File: src/logic/colmix_settings.svh
// ~~~~~~~~~~~~~~~~~~~~~~~~~~~~~~~~~~~~~~~~~~~~~~~~~~~~~~~~~~~~~~~~~~~~~
// colour mixer settings
// layer widths, table sizes, pipeline depth and APB address map
// ~~~~~~~~~~~~~~~~~~~~~~~~~~~~~~~~~~~~~~~~~~~~~~~~~~~~~~~~~~~~~~~~~~~~~
`ifndef COLMIX_SETTINGS_SVH
`define COLMIX_SETTINGS_SVH

`define COLMIX_CHAR_W     7        // character layer code
`define COLMIX_SCR_W      8        // scroll layer code, bit 7 forces low priority
`define COLMIX_OBJ_W      7        // object layer code
`define COLMIX_PAL_AW     10       // palette index, 2 bank bits + 8 code bits
`define COLMIX_PRIO_AW    8        // priority table address
`define COLMIX_PIPE_DEPTH 3        // pix_cen samples from input to colour
`define COLMIX_ADDR_W     12       // APB word address
`define COLMIX_DATA_W     8        // APB data bus

// word address map
`define COLMIX_RG_BASE    12'h000  // red in 7:4, green in 3:0
`define COLMIX_B_BASE     12'h400  // blue in 3:0
`define COLMIX_PRIO_BASE  12'h800  // 256 entries of {bank, layer}
`define COLMIX_CTRL_ADDR  12'hC00  // layer enables, obj/scr/char in 2:0
`define COLMIX_CTRL_RST   3'b111

`endif

File: src/logic/colmix_pkg.sv
// ~~~~~~~~~~~~~~~~~~~~~~~~~~~~~~~~~~~~~~~~~~~~~~~~~~~~~~~~~~~~~~~~~~~~~
// colour mixer types
// pixel codes, palette and table addresses, APB phase enum
// ~~~~~~~~~~~~~~~~~~~~~~~~~~~~~~~~~~~~~~~~~~~~~~~~~~~~~~~~~~~~~~~~~~~~~
`include "colmix_settings.svh"

package colmix_pkg;

    typedef logic [`COLMIX_CHAR_W-1:0]  char_pxl_t;   // char code, 2'b11 in 1:0 is clear
    typedef logic [`COLMIX_SCR_W-1:0]   scr_pxl_t;    // scroll code
    typedef logic [`COLMIX_OBJ_W-1:0]   obj_pxl_t;    // object code, 4'hf in 3:0 is clear

    typedef logic [`COLMIX_PAL_AW-1:0]  pal_idx_t;
    typedef logic [`COLMIX_PRIO_AW-1:0] prio_addr_t;

    // bank in 3:2, layer in 1:0 (3 char, 2 scroll, 1 object, 0 none)
    typedef logic [3:0]                 prio_sel_t;

    typedef logic [3:0]                 color4_t;
    typedef logic [2:0]                 layer_en_t;   // bit 0 char, 1 scroll, 2 object
    typedef logic [`COLMIX_ADDR_W-1:0]  reg_addr_t;

    // last bus phase seen by the register block
    typedef enum logic [1:0] {
        ST_IDLE,
        ST_SETUP,
        ST_ACCESS
    } apb_state_t;

endpackage

File: src/logic/cfg_wr_if.sv
// ~~~~~~~~~~~~~~~~~~~~~~~~~~~~~~~~~~~~~~~~~~~~~~~~~~~~~~~~~~~~~~~~~~~~~
// table write bus
// carries palette and priority table writes from the APB block
// ~~~~~~~~~~~~~~~~~~~~~~~~~~~~~~~~~~~~~~~~~~~~~~~~~~~~~~~~~~~~~~~~~~~~~
`timescale 1ns/1ps
`include "colmix_settings.svh"

interface cfg_wr_if;

    colmix_pkg::reg_addr_t     wr_addr;  // offset inside the selected region
    logic [`COLMIX_DATA_W-1:0] wr_data;
    logic                      rg_we;    // one clk pulse each, never two at once
    logic                      b_we;
    logic                      prio_we;

    modport source (output wr_addr, wr_data, rg_we, b_we, prio_we);
    modport sink   (input  wr_addr, wr_data, rg_we, b_we, prio_we);

endinterface

File: src/logic/colmix_apb_regs.sv
// ~~~~~~~~~~~~~~~~~~~~~~~~~~~~~~~~~~~~~~~~~~~~~~~~~~~~~~~~~~~~~~~~~~~~~
// APB register block
// decodes the word map, issues table writes, holds layer enables
// no wait states, unmapped accesses end with pslverr
// ~~~~~~~~~~~~~~~~~~~~~~~~~~~~~~~~~~~~~~~~~~~~~~~~~~~~~~~~~~~~~~~~~~~~~
`timescale 1ns/1ps
`include "colmix_settings.svh"

module colmix_apb_regs (
    input  logic                      clk,
    input  logic                      rst_n,
    input  colmix_pkg::reg_addr_t     paddr,
    input  logic                      psel,
    input  logic                      penable,
    input  logic                      pwrite,
    input  logic [`COLMIX_DATA_W-1:0] pwdata,
    output logic [`COLMIX_DATA_W-1:0] prdata,
    output logic                      pready,
    output logic                      pslverr,
    cfg_wr_if.source                  wr,
    output colmix_pkg::layer_en_t     layer_en
);

    localparam colmix_pkg::reg_addr_t PAL_SIZE  = colmix_pkg::reg_addr_t'(1 << `COLMIX_PAL_AW);
    localparam colmix_pkg::reg_addr_t PRIO_SIZE = colmix_pkg::reg_addr_t'(1 << `COLMIX_PRIO_AW);

    colmix_pkg::apb_state_t state;
    colmix_pkg::reg_addr_t  off_rg, off_b, off_prio;
    logic                   hit_rg, hit_b, hit_prio, hit_ctrl;
    logic                   access;   // access phase of a transfer that had its setup
    logic                   bad;

    // region offsets, below-base addresses wrap high and miss
    assign off_rg   = paddr - `COLMIX_RG_BASE;
    assign off_b    = paddr - `COLMIX_B_BASE;
    assign off_prio = paddr - `COLMIX_PRIO_BASE;

    assign hit_rg   = off_rg   < PAL_SIZE;
    assign hit_b    = off_b    < PAL_SIZE;
    assign hit_prio = off_prio < PRIO_SIZE;
    assign hit_ctrl = paddr == `COLMIX_CTRL_ADDR;

    assign access = (state == colmix_pkg::ST_SETUP) && psel && penable;
    // tables are write only, so only ctrl reads back
    assign bad    = pwrite ? !(hit_rg || hit_b || hit_prio || hit_ctrl) : !hit_ctrl;

    assign pready  = 1'b1;                              // never stretch a transfer
    assign pslverr = access && bad;
    assign prdata  = (access && !pwrite && hit_ctrl) ?
                     `COLMIX_DATA_W'(layer_en) : '0;

    // phase tracker, moves on the edge that closes each phase
    always_ff @(posedge clk or negedge rst_n) begin
        if (!rst_n) begin
            state <= colmix_pkg::ST_IDLE;
        end else begin
            case (state)
                colmix_pkg::ST_SETUP:
                    state <= access ? colmix_pkg::ST_ACCESS
                           : (psel && !penable) ? colmix_pkg::ST_SETUP
                           : colmix_pkg::ST_IDLE;
                default:    // idle or access, look for a new setup
                    state <= (psel && !penable) ? colmix_pkg::ST_SETUP : colmix_pkg::ST_IDLE;
            endcase
        end
    end

    // write strobes, registered so tables update the clk after access
    always_ff @(posedge clk or negedge rst_n) begin
        if (!rst_n) begin
            wr.rg_we   <= 1'b0;
            wr.b_we    <= 1'b0;
            wr.prio_we <= 1'b0;
            layer_en   <= `COLMIX_CTRL_RST;
        end else begin
            wr.rg_we   <= access && pwrite && hit_rg;
            wr.b_we    <= access && pwrite && hit_b;
            wr.prio_we <= access && pwrite && hit_prio;
            if (access && pwrite && hit_ctrl)
                layer_en <= pwdata[2:0];
        end
    end

    // write payload, only meaningful alongside a strobe
    always_ff @(posedge clk) begin
        wr.wr_data <= pwdata;
        wr.wr_addr <= hit_rg ? off_rg : hit_b ? off_b : off_prio;
    end

endmodule

File: src/flat_wrapper.sv
// flat-port wrapper written by rule: the top's interface ports become plain ports
module colmix_apb_regs_flat 
  (clk, rst_n, paddr, psel, penable, pwrite, pwdata, prdata, pready, pslverr, layer_en, wr_wr_addr, wr_wr_data, wr_rg_we, wr_b_we, wr_prio_we);
  cfg_wr_if wr_i ();
  input  logic clk;
  input  logic rst_n;
  input  colmix_pkg::reg_addr_t paddr;
  input  logic psel;
  input  logic penable;
  input  logic pwrite;
  input  logic [`COLMIX_DATA_W-1:0] pwdata;
  output logic [`COLMIX_DATA_W-1:0] prdata;
  output logic pready;
  output logic pslverr;
  output colmix_pkg::layer_en_t layer_en;
  output wire logic [$bits(wr_i.wr_addr)-1:0] wr_wr_addr;
  output wire logic [$bits(wr_i.wr_data)-1:0] wr_wr_data;
  output wire logic [$bits(wr_i.rg_we)-1:0] wr_rg_we;
  output wire logic [$bits(wr_i.b_we)-1:0] wr_b_we;
  output wire logic [$bits(wr_i.prio_we)-1:0] wr_prio_we;
  assign wr_wr_addr = wr_i.wr_addr;
  assign wr_wr_data = wr_i.wr_data;
  assign wr_rg_we = wr_i.rg_we;
  assign wr_b_we = wr_i.b_we;
  assign wr_prio_we = wr_i.prio_we;
  colmix_apb_regs u_core (.clk(clk), .rst_n(rst_n), .paddr(paddr), .psel(psel), .penable(penable), .pwrite(pwrite), .pwdata(pwdata), .prdata(prdata), .pready(pready), .pslverr(pslverr), .wr(wr_i), .layer_en(layer_en));
endmodule
File: config.mk
export PLATFORM = sky130hd
export DESIGN_NAME = colmix_apb_regs_flat
export DESIGN_NICKNAME = d
export VERILOG_FILES = /design/src/logic/colmix_pkg.sv /design/src/logic/cfg_wr_if.sv /design/src/logic/colmix_apb_regs.sv /design/src/flat_wrapper.sv
export VERILOG_INCLUDE_DIRS = /design/src /design/src/logic
export SDC_FILE = /design/constraint.sdc
export NUM_CORES = 1
export LEC_CHECK = 0
export BUFFER_PORTS_ARGS = -buffer_cell sky130_fd_sc_hd__buf_4
export CAP_MARGIN = 5
export CORE_UTILIZATION = 38
export CTS_BUF_LIST = sky130_fd_sc_hd__clkbuf_16
export CTS_CLUSTER_DIAMETER = 60
export CTS_CLUSTER_SIZE = 16
export DETAILED_ROUTE_END_ITERATION = 12
export GPL_TIMING_DRIVEN = 0
export PLACE_DENSITY = 0.75
export SKIP_CTS_REPAIR_TIMING = 1
export SYNTH_ARGS = -nofsm -noshare
export SYNTH_HDL_FRONTEND = slang
export SYNTH_SLANG_ARGS = --single-unit
File: constraint.sdc
create_clock -name clk -period 1.8 [get_ports clk]
set_input_delay 0.18 -clock clk [delete_from_list [all_inputs] [get_ports clk]]
set_output_delay 0.18 -clock clk [all_outputs]
set_load 0.02 [all_outputs]
==> impl_metrics.sql, run 1 <==
INSERT INTO impl_metrics (metric_group, metric, value, unit) VALUES
('die', 'row_count', '16', ''),
('finish', 'n_fill_cell', '162', ''),
('worst_setup_path', 'crit_end_category', 'output port', ''),
('flow_run', 'maximum_capacitance_violations', '0', ''),
('die', 'die-height', '48.6', 'um'),
('placement', 'replace_congestion', '0.760', ''),
('timing', 'finalHoldViolations', '0', ''),
('clock_network', 'cts.reportedPaths.clkPinSlew', '60', 'ps'),
('timing', 'tns', '0', 'ps'),
('clock_network', 'clock_tree.htree_level_count', '1', ''),
('worst_setup_path', 'cp.arrival', '1540', 'ps'),
('finish', 'post-route-cell-area', '1390', 'um^2'),
('pwr', 'vdd_ir_drop_max', '599', 'uV'),
('route', 'dr.pass1.iters', '4', ''),
('placement', 'place.detailed.hpwl', '1350', 'um'),
('worst_setup_path', 'critical_path.startpoint', 'u_core.state[1]$_DFF_PN0_', ''),
('global_route', 'antenna_violations_before_repair', '0', ''),
('worst_setup_path', 'critical_path.reg2reg.startpoint', 'u_core.state[1]$_DFF_PN0_', ''),
('synthesis', 'netlist_top_cells_count', '20 x sky130_fd_sc_hd__dfxtp_1, 6 x sky130_fd_sc_hd__buf_4, 5 x sky130_fd_sc_hd__dfrtp_1', ''),
('worst_setup_path', 'timing.setup.critical_path_class', 'reg -> out', ''),
('synthesis', 'synth_largest_type_area_fraction', '0.485', ''),
('finish', 'number_of_antenna_diodes', '0', ''),
('die', 'floorplan.initialDensity', '0.413', ''),
('global_route', 'number_of_global_route_vias_before_repair', '625', ''),
('finish', 'seqCellArea', '604', 'um^2'),
('route', 'ant_nets', '0', ''),
('timing', 'period_minus_slack', '1720', 'ps'),
('global_route', 'grt_usage', '0.157', ''),
('placement', 'dp.cells', '147', ''),
('worst_setup_path', 'timing.critical_path.to', 'prdata[1]', ''),
('pwr', 'p_sw_frac', '0.204', ''),
('synthesis', 'yosysWarnings', '0', ''),
('synthesis', 'mappedNetlistArea', '826', 'um^2'),
('placement', 'placed_cell_area', '1280', 'um^2'),
('global_route', 'grt.overflow.total', '0', ''),
('route', 'drt_first_iter_violations', '9', ''),
('synthesis', 'synth.ff_latch_count', '28', ''),
('synthesis', 'netlist-cell-type-count', '20', ''),
('finish', 'multi_input_area', '194', 'um^2'),
('finish', 'final_nets', '152', ''),
('timing', 'timing_max_transition_violations_final', '0', ''),
('run_status', 'result_of_the_run', 'complete, no violations', ''),
('synthesis', 'async_flop_share', '0.286', ''),
('global_route', 'gr-max-usage-layer', 'met2', ''),
('clock_network', 'ctsLongestPathBuffers', '2', ''),
('synthesis', 'synth-seq-area-share', '0.732', ''),
('worst_setup_path', 'rr_endpoint', 'u_core.layer_en[2]$_DFFE_PN1P_', ''),
('timing', 'min_period_over_period', '0.956', ''),
('route', 'detailroute.via_count', '629', ''),
('pwr', 'share_seq_of_total_power', '0.509', ''),
('pwr', 'net-switching-power', '0.000263', 'W'),
('route', 'remaining_drc_errors', '0', ''),
('pwr', 'power.internal', '0.00102', 'W'),
('pwr', 'power_leakage', '0.680', 'nW'),
('worst_setup_path', 'timing.critical_path.fanout_max', '3', ''),
('finish', 'areaGrowthSynthToFinish', '68.3', '%'),
('synthesis', 'netlist.top_cell.by_area', 'sky130_fd_sc_hd__dfxtp_1', ''),
('global_route', 'largest_net_degree_at_the_start_of_global_routing', '16', ''),
('timing', 'clock-skew-final', '2.40', 'ps'),
('clock_network', 'clock_insertion_delay_at_the_later_pin_of_the_skew_report', '250', 'ps'),
('synthesis', 'post_synth_main_area_contributors', 'sky130_fd_sc_hd__dfxtp_1 48%, sky130_fd_sc_hd__dfrtp_1 15%, sky130_fd_sc_hd__dfstp_2 9.5%, sky130_fd_sc_hd__buf_4 5.5%, sky130_fd_sc_hd__mux2_2 4.1%', ''),
('worst_setup_path', 'critical_path.startpoint_type', 'flip-flop', ''),
('synthesis', 'synth_most_common_cell', 'sky130_fd_sc_hd__dfxtp_1', ''),
('synthesis', 'syn_area_per_cell', '13.5', 'um^2'),
('die', 'die_area', '2360', 'um^2'),
('global_route', 'grt.met1_usage', '0.179', ''),
('synthesis', 'yosys_most_used_dff', 'sky130_fd_sc_hd__dfxtp_1', ''),
('worst_setup_path', 'r2r_slack', '270', 'ps'),
('pwr', 'power_frac_clock', '0.371', ''),
('worst_setup_path', 'worstPathRequired', '1620', 'ps'),
('global_route', 'global_route_wire_length_before_repair', '2750', 'um');
==> worst max-delay path: stages (launching register included) <==
cell	delay, ps
sky130_fd_sc_hd__dfrtp_1	350
sky130_fd_sc_hd__and4b_2	300
sky130_fd_sc_hd__or3b_4	390
sky130_fd_sc_hd__nor2_1	110
sky130_fd_sc_hd__buf_4	150
==> worst min path at each step <==
stage	end	from
final	u_core.wr.wr_data[3]$_DFF_P_	pwdata[3]
after CTS	u_core.wr.b_we$_DFF_PN0_	rst_n
after detailed placement	u_core.wr.b_we$_DFF_PN0_	rst_n
after floorplan	u_core.state[0]$_DFF_PN0_	rst_n
after global placement	u_core.wr.b_we$_DFF_PN0_	rst_n
after global routing	u_core.wr.wr_data[7]$_DFF_P_	pwdata[7]
==> power groups by stage <==
stage	logic, W	registers (W)	clock network [W]
final	0.000154	0.000655	0.000478
after global placement	0.000148	0.000668	0
after floorplan	0.0000293	0.000699	0
after global routing	0.000163	0.000658	0.000523
after detailed placement	0.000150	0.000668	0
after CTS	0.000151	0.000656	0.000491
==> flip-flops by register name (all words and copies together), names as in the netlist <==
register,count
u_core.wr.rg_we,1
u_core.layer_en,3
u_core.wr.wr_addr,12
u_core.wr.prio_we,1
u_core.wr.b_we,1
u_core.wr.wr_data,8
u_core.state,2
==> layout by cell type, fill, tap and decap left out <==
cell | synthesis | routed
sky130_fd_sc_hd__nor3_1 | 1 | 1
sky130_fd_sc_hd__mux2_2 | 3 | 3
sky130_fd_sc_hd__nor3b_1 | 3 | 3
sky130_fd_sc_hd__dfstp_2 | 3 | 3
sky130_fd_sc_hd__dlygate4sd3_1 | 0 | 1
sky130_fd_sc_hd__and4b_2 | 0 | 1
sky130_fd_sc_hd__and2_1 | 1 | 1
sky130_fd_sc_hd__o31ai_1 | 1 | 1
sky130_fd_sc_hd__nand2_1 | 2 | 2
sky130_fd_sc_hd__conb_1 | 2 | 7
sky130_fd_sc_hd__clkinv_1 | 0 | 1
sky130_fd_sc_hd__nor4_2 | 0 | 1
sky130_fd_sc_hd__nor4b_2 | 1 | 1
sky130_fd_sc_hd__dfrtp_1 | 5 | 5
sky130_fd_sc_hd__inv_1 | 3 | 3
sky130_fd_sc_hd__dfxtp_1 | 20 | 20
sky130_fd_sc_hd__or3b_4 | 0 | 1
sky130_fd_sc_hd__nor2_1 | 4 | 4
sky130_fd_sc_hd__nor2b_1 | 1 | 1
sky130_fd_sc_hd__clkbuf_16 | 0 | 3
sky130_fd_sc_hd__buf_4 | 6 | 61
sky130_fd_sc_hd__a21oi_1 | 1 | 1
sky130_fd_sc_hd__nand4b_1 | 1 | 1
==> per-layer routing <==
layer | part of all wire | wire (um)
met1 | 0.37 | 617
met2 | 0.56 | 942
met3 | 0.073 | 123
met4 | 0 | 0
met5 | 0 | 0
==> through the flow <==
step	total power, W	setup WS (ps)
4_1_cts	0.00130	46.3
5_1_grt	0.00134	-6.92
2_1_floorplan	0.000729	330
3_3_place_gp	0.000816	144
6_report	0.00129	78.5
3_5_place_dp	0.000819	66.7
==> cells by family (layout without fill, tap and decap cells) <==
logic type             Yosys count  count (layout)  share of synthesized area
and+or+nand+nor                 17              17                      0.135
DFF                             28              28                      0.732
muxes                            3               3                     0.0409
buffers and inverters            9              69                     0.0682
AOI/OAI and AO/OA                2               2                     0.0151
other                            2               7                    0.00909
==> area by class of cell <==
type                            count  area share
Buffer                              6      0.0324
Multi-Input combinational cell     29       0.140
Timing Repair Buffer               56       0.304
Clock inverter                      1     0.00270
Inverter                            3     0.00810
Tap cell                           27      0.0243
Clock buffer                        3      0.0540
Sequential cell                    28       0.435
(Power assumes the default switching activity.)
==> run 2: changes to the inputs <==
CTS_BUF_LIST = sky130_fd_sc_hd__clkbuf_4 sky130_fd_sc_hd__clkbuf_8 sky130_fd_sc_hd__clkbuf_16   (was sky130_fd_sc_hd__clkbuf_16)
==> run 2 against run 1 <==
Die area did not move. Cell area rose by 12%. Sequential power barely moved. Critical endpoint is now prdata[2]. Global-route usage fell by 0.96 points. Clock power fell by 41%. Via count rose by 13%.
==> impl_metrics.sql, run 2 (synthesis results as in run 1) <==
INSERT INTO impl_metrics (metric_group, metric, value, unit) VALUES
('run_status', 'result_of_the_run', 'complete, no violations', ''),
('finish', 'mostFrequentLayoutCell', 'sky130_fd_sc_hd__buf_4', ''),
('finish', 'largest_register_ffs', '12', ''),
('worst_setup_path', 'timing.setup.critical_path_class', 'reg -> out', ''),
('finish', 'areaGrowthSynthToFinish', '88.6', '%'),
('die', 'placeableCoreArea', '2000', 'um^2'),
('finish', 'number_of_antenna_diodes', '0', ''),
('worst_setup_path', 'r2r_slack', '150', 'ps'),
('pwr', 'vdd_ir_drop_max', '576', 'uV'),
('pwr', 'p_sw_frac', '0.218', ''),
('worst_setup_path', 'timing.critical_path.buf_inv', '1', ''),
('timing', 'timing.final.ws_setup', '2.50', 'ps'),
('finish', 'post-route-cell-area', '1560', 'um^2'),
('worst_setup_path', 'r2r.worst_path.cells', '6', ''),
('pwr', 'net-switching-power', '0.000244', 'W'),
('die', 'top_level_ports', '61', ''),
('timing', 'finalSetupViolations', '0', ''),
('finish', 'post_route_cells_drive_above_1_share', '0.538', ''),
('route', 'drt_first_iter_violations', '3', ''),
('placement', 'placed_cell_area', '1280', 'um^2'),
('pwr', 'power_frac_clock', '0.250', ''),
('timing', 'clock-skew-final', '2.45', 'ps'),
('route', 'ant_nets', '0', ''),
('timing', 'period_minus_slack', '1800', 'ps'),
('route', 'route.detailed.wl_per_inst', '11.3', 'um'),
('global_route', 'antenna_violations_before_repair', '0', ''),
('finish', 'final_cell_count_no_fill', '172', ''),
('pwr', 'comb_power_share', '0.165', ''),
('finish', 'largest-register', 'u_core.wr.wr_addr', ''),
('worst_setup_path', 'crit_path_cell_trace', 'and4b_2 -> or3b_4 -> nor2_2 -> buf_6', ''),
('worst_setup_path', 'cp.arrival', '1620', 'ps'),
('route', 'vias_per_cell', '4.13', ''),
('worst_setup_path', 'worstPathRequired', '1620', 'ps'),
('pwr', 'power.internal', '0.000877', 'W'),
('timing', 'finalHoldViolations', '0', ''),
('placement', 'numPortBuffers', '54', ''),
('die', 'die-height', '48.6', 'um'),
('clock_network', 'cts_inserted_buffers', '3', ''),
('die', 'die_area', '2360', 'um^2'),
('worst_hold_path', 'min-delay-path-class', 'in -> reg', ''),
('global_route', 'grt.overflow.total', '0', ''),
('timing', 'grt_setup_unrepaired', 'yes', ''),
('clock_network', 'clock-root-buffer', 'sky130_fd_sc_hd__clkbuf_4', ''),
('route', 'dr.pass1.iters', '4', ''),
('flow_run', 'maximum_capacitance_violations', '0', ''),
('worst_setup_path', 'cp_top_family', 'simple AND/OR/NAND/NOR gates', ''),
('worst_setup_path', 'timing.critical_path.fanout_max', '3', ''),
('worst_setup_path', 'rr_endpoint', 'u_core.layer_en[2]$_DFFE_PN1P_', ''),
('worst_setup_path', 'crit_path_max_delay_cell_type', 'sky130_fd_sc_hd__or3b_4', ''),
('worst_setup_path', 'crit_end_category', 'output port', ''),
('worst_hold_path', 'hold_end', 'u_core.state[0]$_DFF_PN0_', ''),
('worst_hold_path', 'hold_start', 'penable', ''),
('timing', 'maxClockFrequency', '556', 'MHz'),
('clock_network', 'clock_insertion_delay_at_the_later_pin_of_the_skew_report', '310', 'ps'),
('worst_setup_path', 'critical_path.reg2reg.startpoint', 'u_core.state[1]$_DFF_PN0_', ''),
('route', 'remaining_drc_errors', '0', ''),
('placement', 'replace_congestion', '0.760', ''),
('timing', 'timing_max_transition_violations_final', '0', ''),
('placement', 'worst_case_setup_slack_after_placement', '66.7', 'ps'),
('die', 'row_count', '16', ''),
('clock_network', 'ctsLongestPathBuffers', '2', ''),
('worst_setup_path', 'critical_path.startpoint_type', 'flip-flop', ''),
('finish', 'reg.largest.list', 'u_core.wr.wr_addr x12, u_core.wr.wr_data x8, u_core.layer_en x3', ''),
('finish', 'final_nets', '171', ''),
('route', 'detailroute.via_count', '711', ''),
('pwr', 'share_seq_of_total_power', '0.585', ''),
('pwr', 'power_leakage', '0.744', 'nW'),
('clock_network', 'clock_tree.htree_level_count', '1', ''),
('global_route', 'largest_net_degree_at_the_start_of_global_routing', '16', ''),
('route', 'routed_wl', '1940', 'um'),
('global_route', 'number_of_global_route_vias_before_repair', '622', ''),
('timing', 'min_period_over_period', '0.999', ''),
('worst_setup_path', 'crit_path_max_incr_delay', '430', 'ps'),
('clock_network', 'tritoncts', 'done', ''),
('die', 'die_w', '48.6', 'um'),
('placement', 'place.detailed.hpwl', '1350', 'um'),
('clock_network', 'cts.reportedPaths.clkPinSlew', '130', 'ps'),
('finish', 'layout.cells.most_common_list', '59 x sky130_fd_sc_hd__buf_4, 20 x sky130_fd_sc_hd__dfxtp_1, 19 x sky130_fd_sc_hd__dlygate4sd3_1, 7 x sky130_fd_sc_hd__conb_1, 5 x sky130_fd_sc_hd__dfrtp_1', ''),
('pwr', 'power_density', '720', 'nW/um^2'),
('global_route', 'grt_usage', '0.148', ''),
('placement', 'dp.cells', '147', ''),
('global_route', 'global_route_wire_length_before_repair', '2640', 'um'),
('worst_hold_path', 'whs_path_depth', '2', ''),
('die', 'floorplan.initialDensity', '0.413', ''),
('clock_network', 'numClockSinks', '28', '');
==> run 2: cell types whose count changed in the layout (fill, tap and decap cells not counted), moves of 2 or more <==
cell	before	now
sky130_fd_sc_hd__nor2_4	0	2
sky130_fd_sc_hd__buf_6	0	3
sky130_fd_sc_hd__clkbuf_4	0	3
sky130_fd_sc_hd__clkbuf_16	3	0
sky130_fd_sc_hd__buf_4	61	59
sky130_fd_sc_hd__dlygate4sd3_1	1	19
sky130_fd_sc_hd__nor2_1	4	1
==> run 2: per-layer routing <==
layer / global-route usage / up-vias / share of wire
met5: 0 / - / 0
met4: 0.0735 / 0 / 0
met3: 0.0472 / 0 / 0.059
met2: 0.250 / 32 / 0.59
met1: 0.166 / 325 / 0.36
li1: - / 354 / -
==> run 2: stage by stage <==
stage	power [W]	setup TNS [ps]	hold slack, ps	util
finish	0.00112	0	20.7	0.778
global placement	0.000816	0	-0.800	0.641
floorplan	0.000729	0	-116	-
detailed placement	0.000819	0	4.16	0.641
global route	0.00117	-166	5.65	0.778
CTS	0.00110	-110	-353	0.659
==> run 2: worst max path at each step <==
stage | from | end | slack [ps] | cells after the start
6_report | u_core.state[1]$_DFF_PN0_ | prdata[2] | 3 | 4
3_3_place_gp | paddr[5] | prdata[2] | 140 | 6
2_1_floorplan | u_core.state[1]$_DFF_PN0_ | prdata[0] | 330 | 3
5_1_grt | u_core.state[1]$_DFF_PN0_ | prdata[2] | -60 | 4
4_1_cts | u_core.state[1]$_DFF_PN0_ | prdata[1] | -40 | 4
3_5_place_dp | paddr[5] | prdata[1] | 70 | 6
==> run 2: worst register-to-register path: stages (launching register included) <==
cell                      delay, ps
sky130_fd_sc_hd__dfrtp_1        380
sky130_fd_sc_hd__and4b_2        280
sky130_fd_sc_hd__buf_4          110
sky130_fd_sc_hd__buf_4          100
sky130_fd_sc_hd__nand2_1        110
sky130_fd_sc_hd__nor2_1         240
sky130_fd_sc_hd__mux2_2         370
==> run 2: final cells by class <==
| class | instances | area (um^2) |
|---|---|---|
| inverters | 3 | 11.3 |
| clock buffers | 4 | 36.3 |
| multi-input cells | 29 | 205 |
| fillers | 149 | 444 |
| well taps | 27 | 33.8 |
| repair buffers | 75 | 622 |
| flip-flops and latches | 28 | 604 |
| plain buffers | 6 | 45.0 |
==> run 2: power groups by stage <==
stage                      logic, W  registers, W  clock network, W
after floorplan           0.0000293      0.000699                 0
after global placement     0.000148      0.000668                 0
after detailed placement   0.000150      0.000668                 0
after CTS                  0.000151      0.000655          0.000297
after global routing       0.000197      0.000658          0.000318
final                      0.000185      0.000655          0.000281
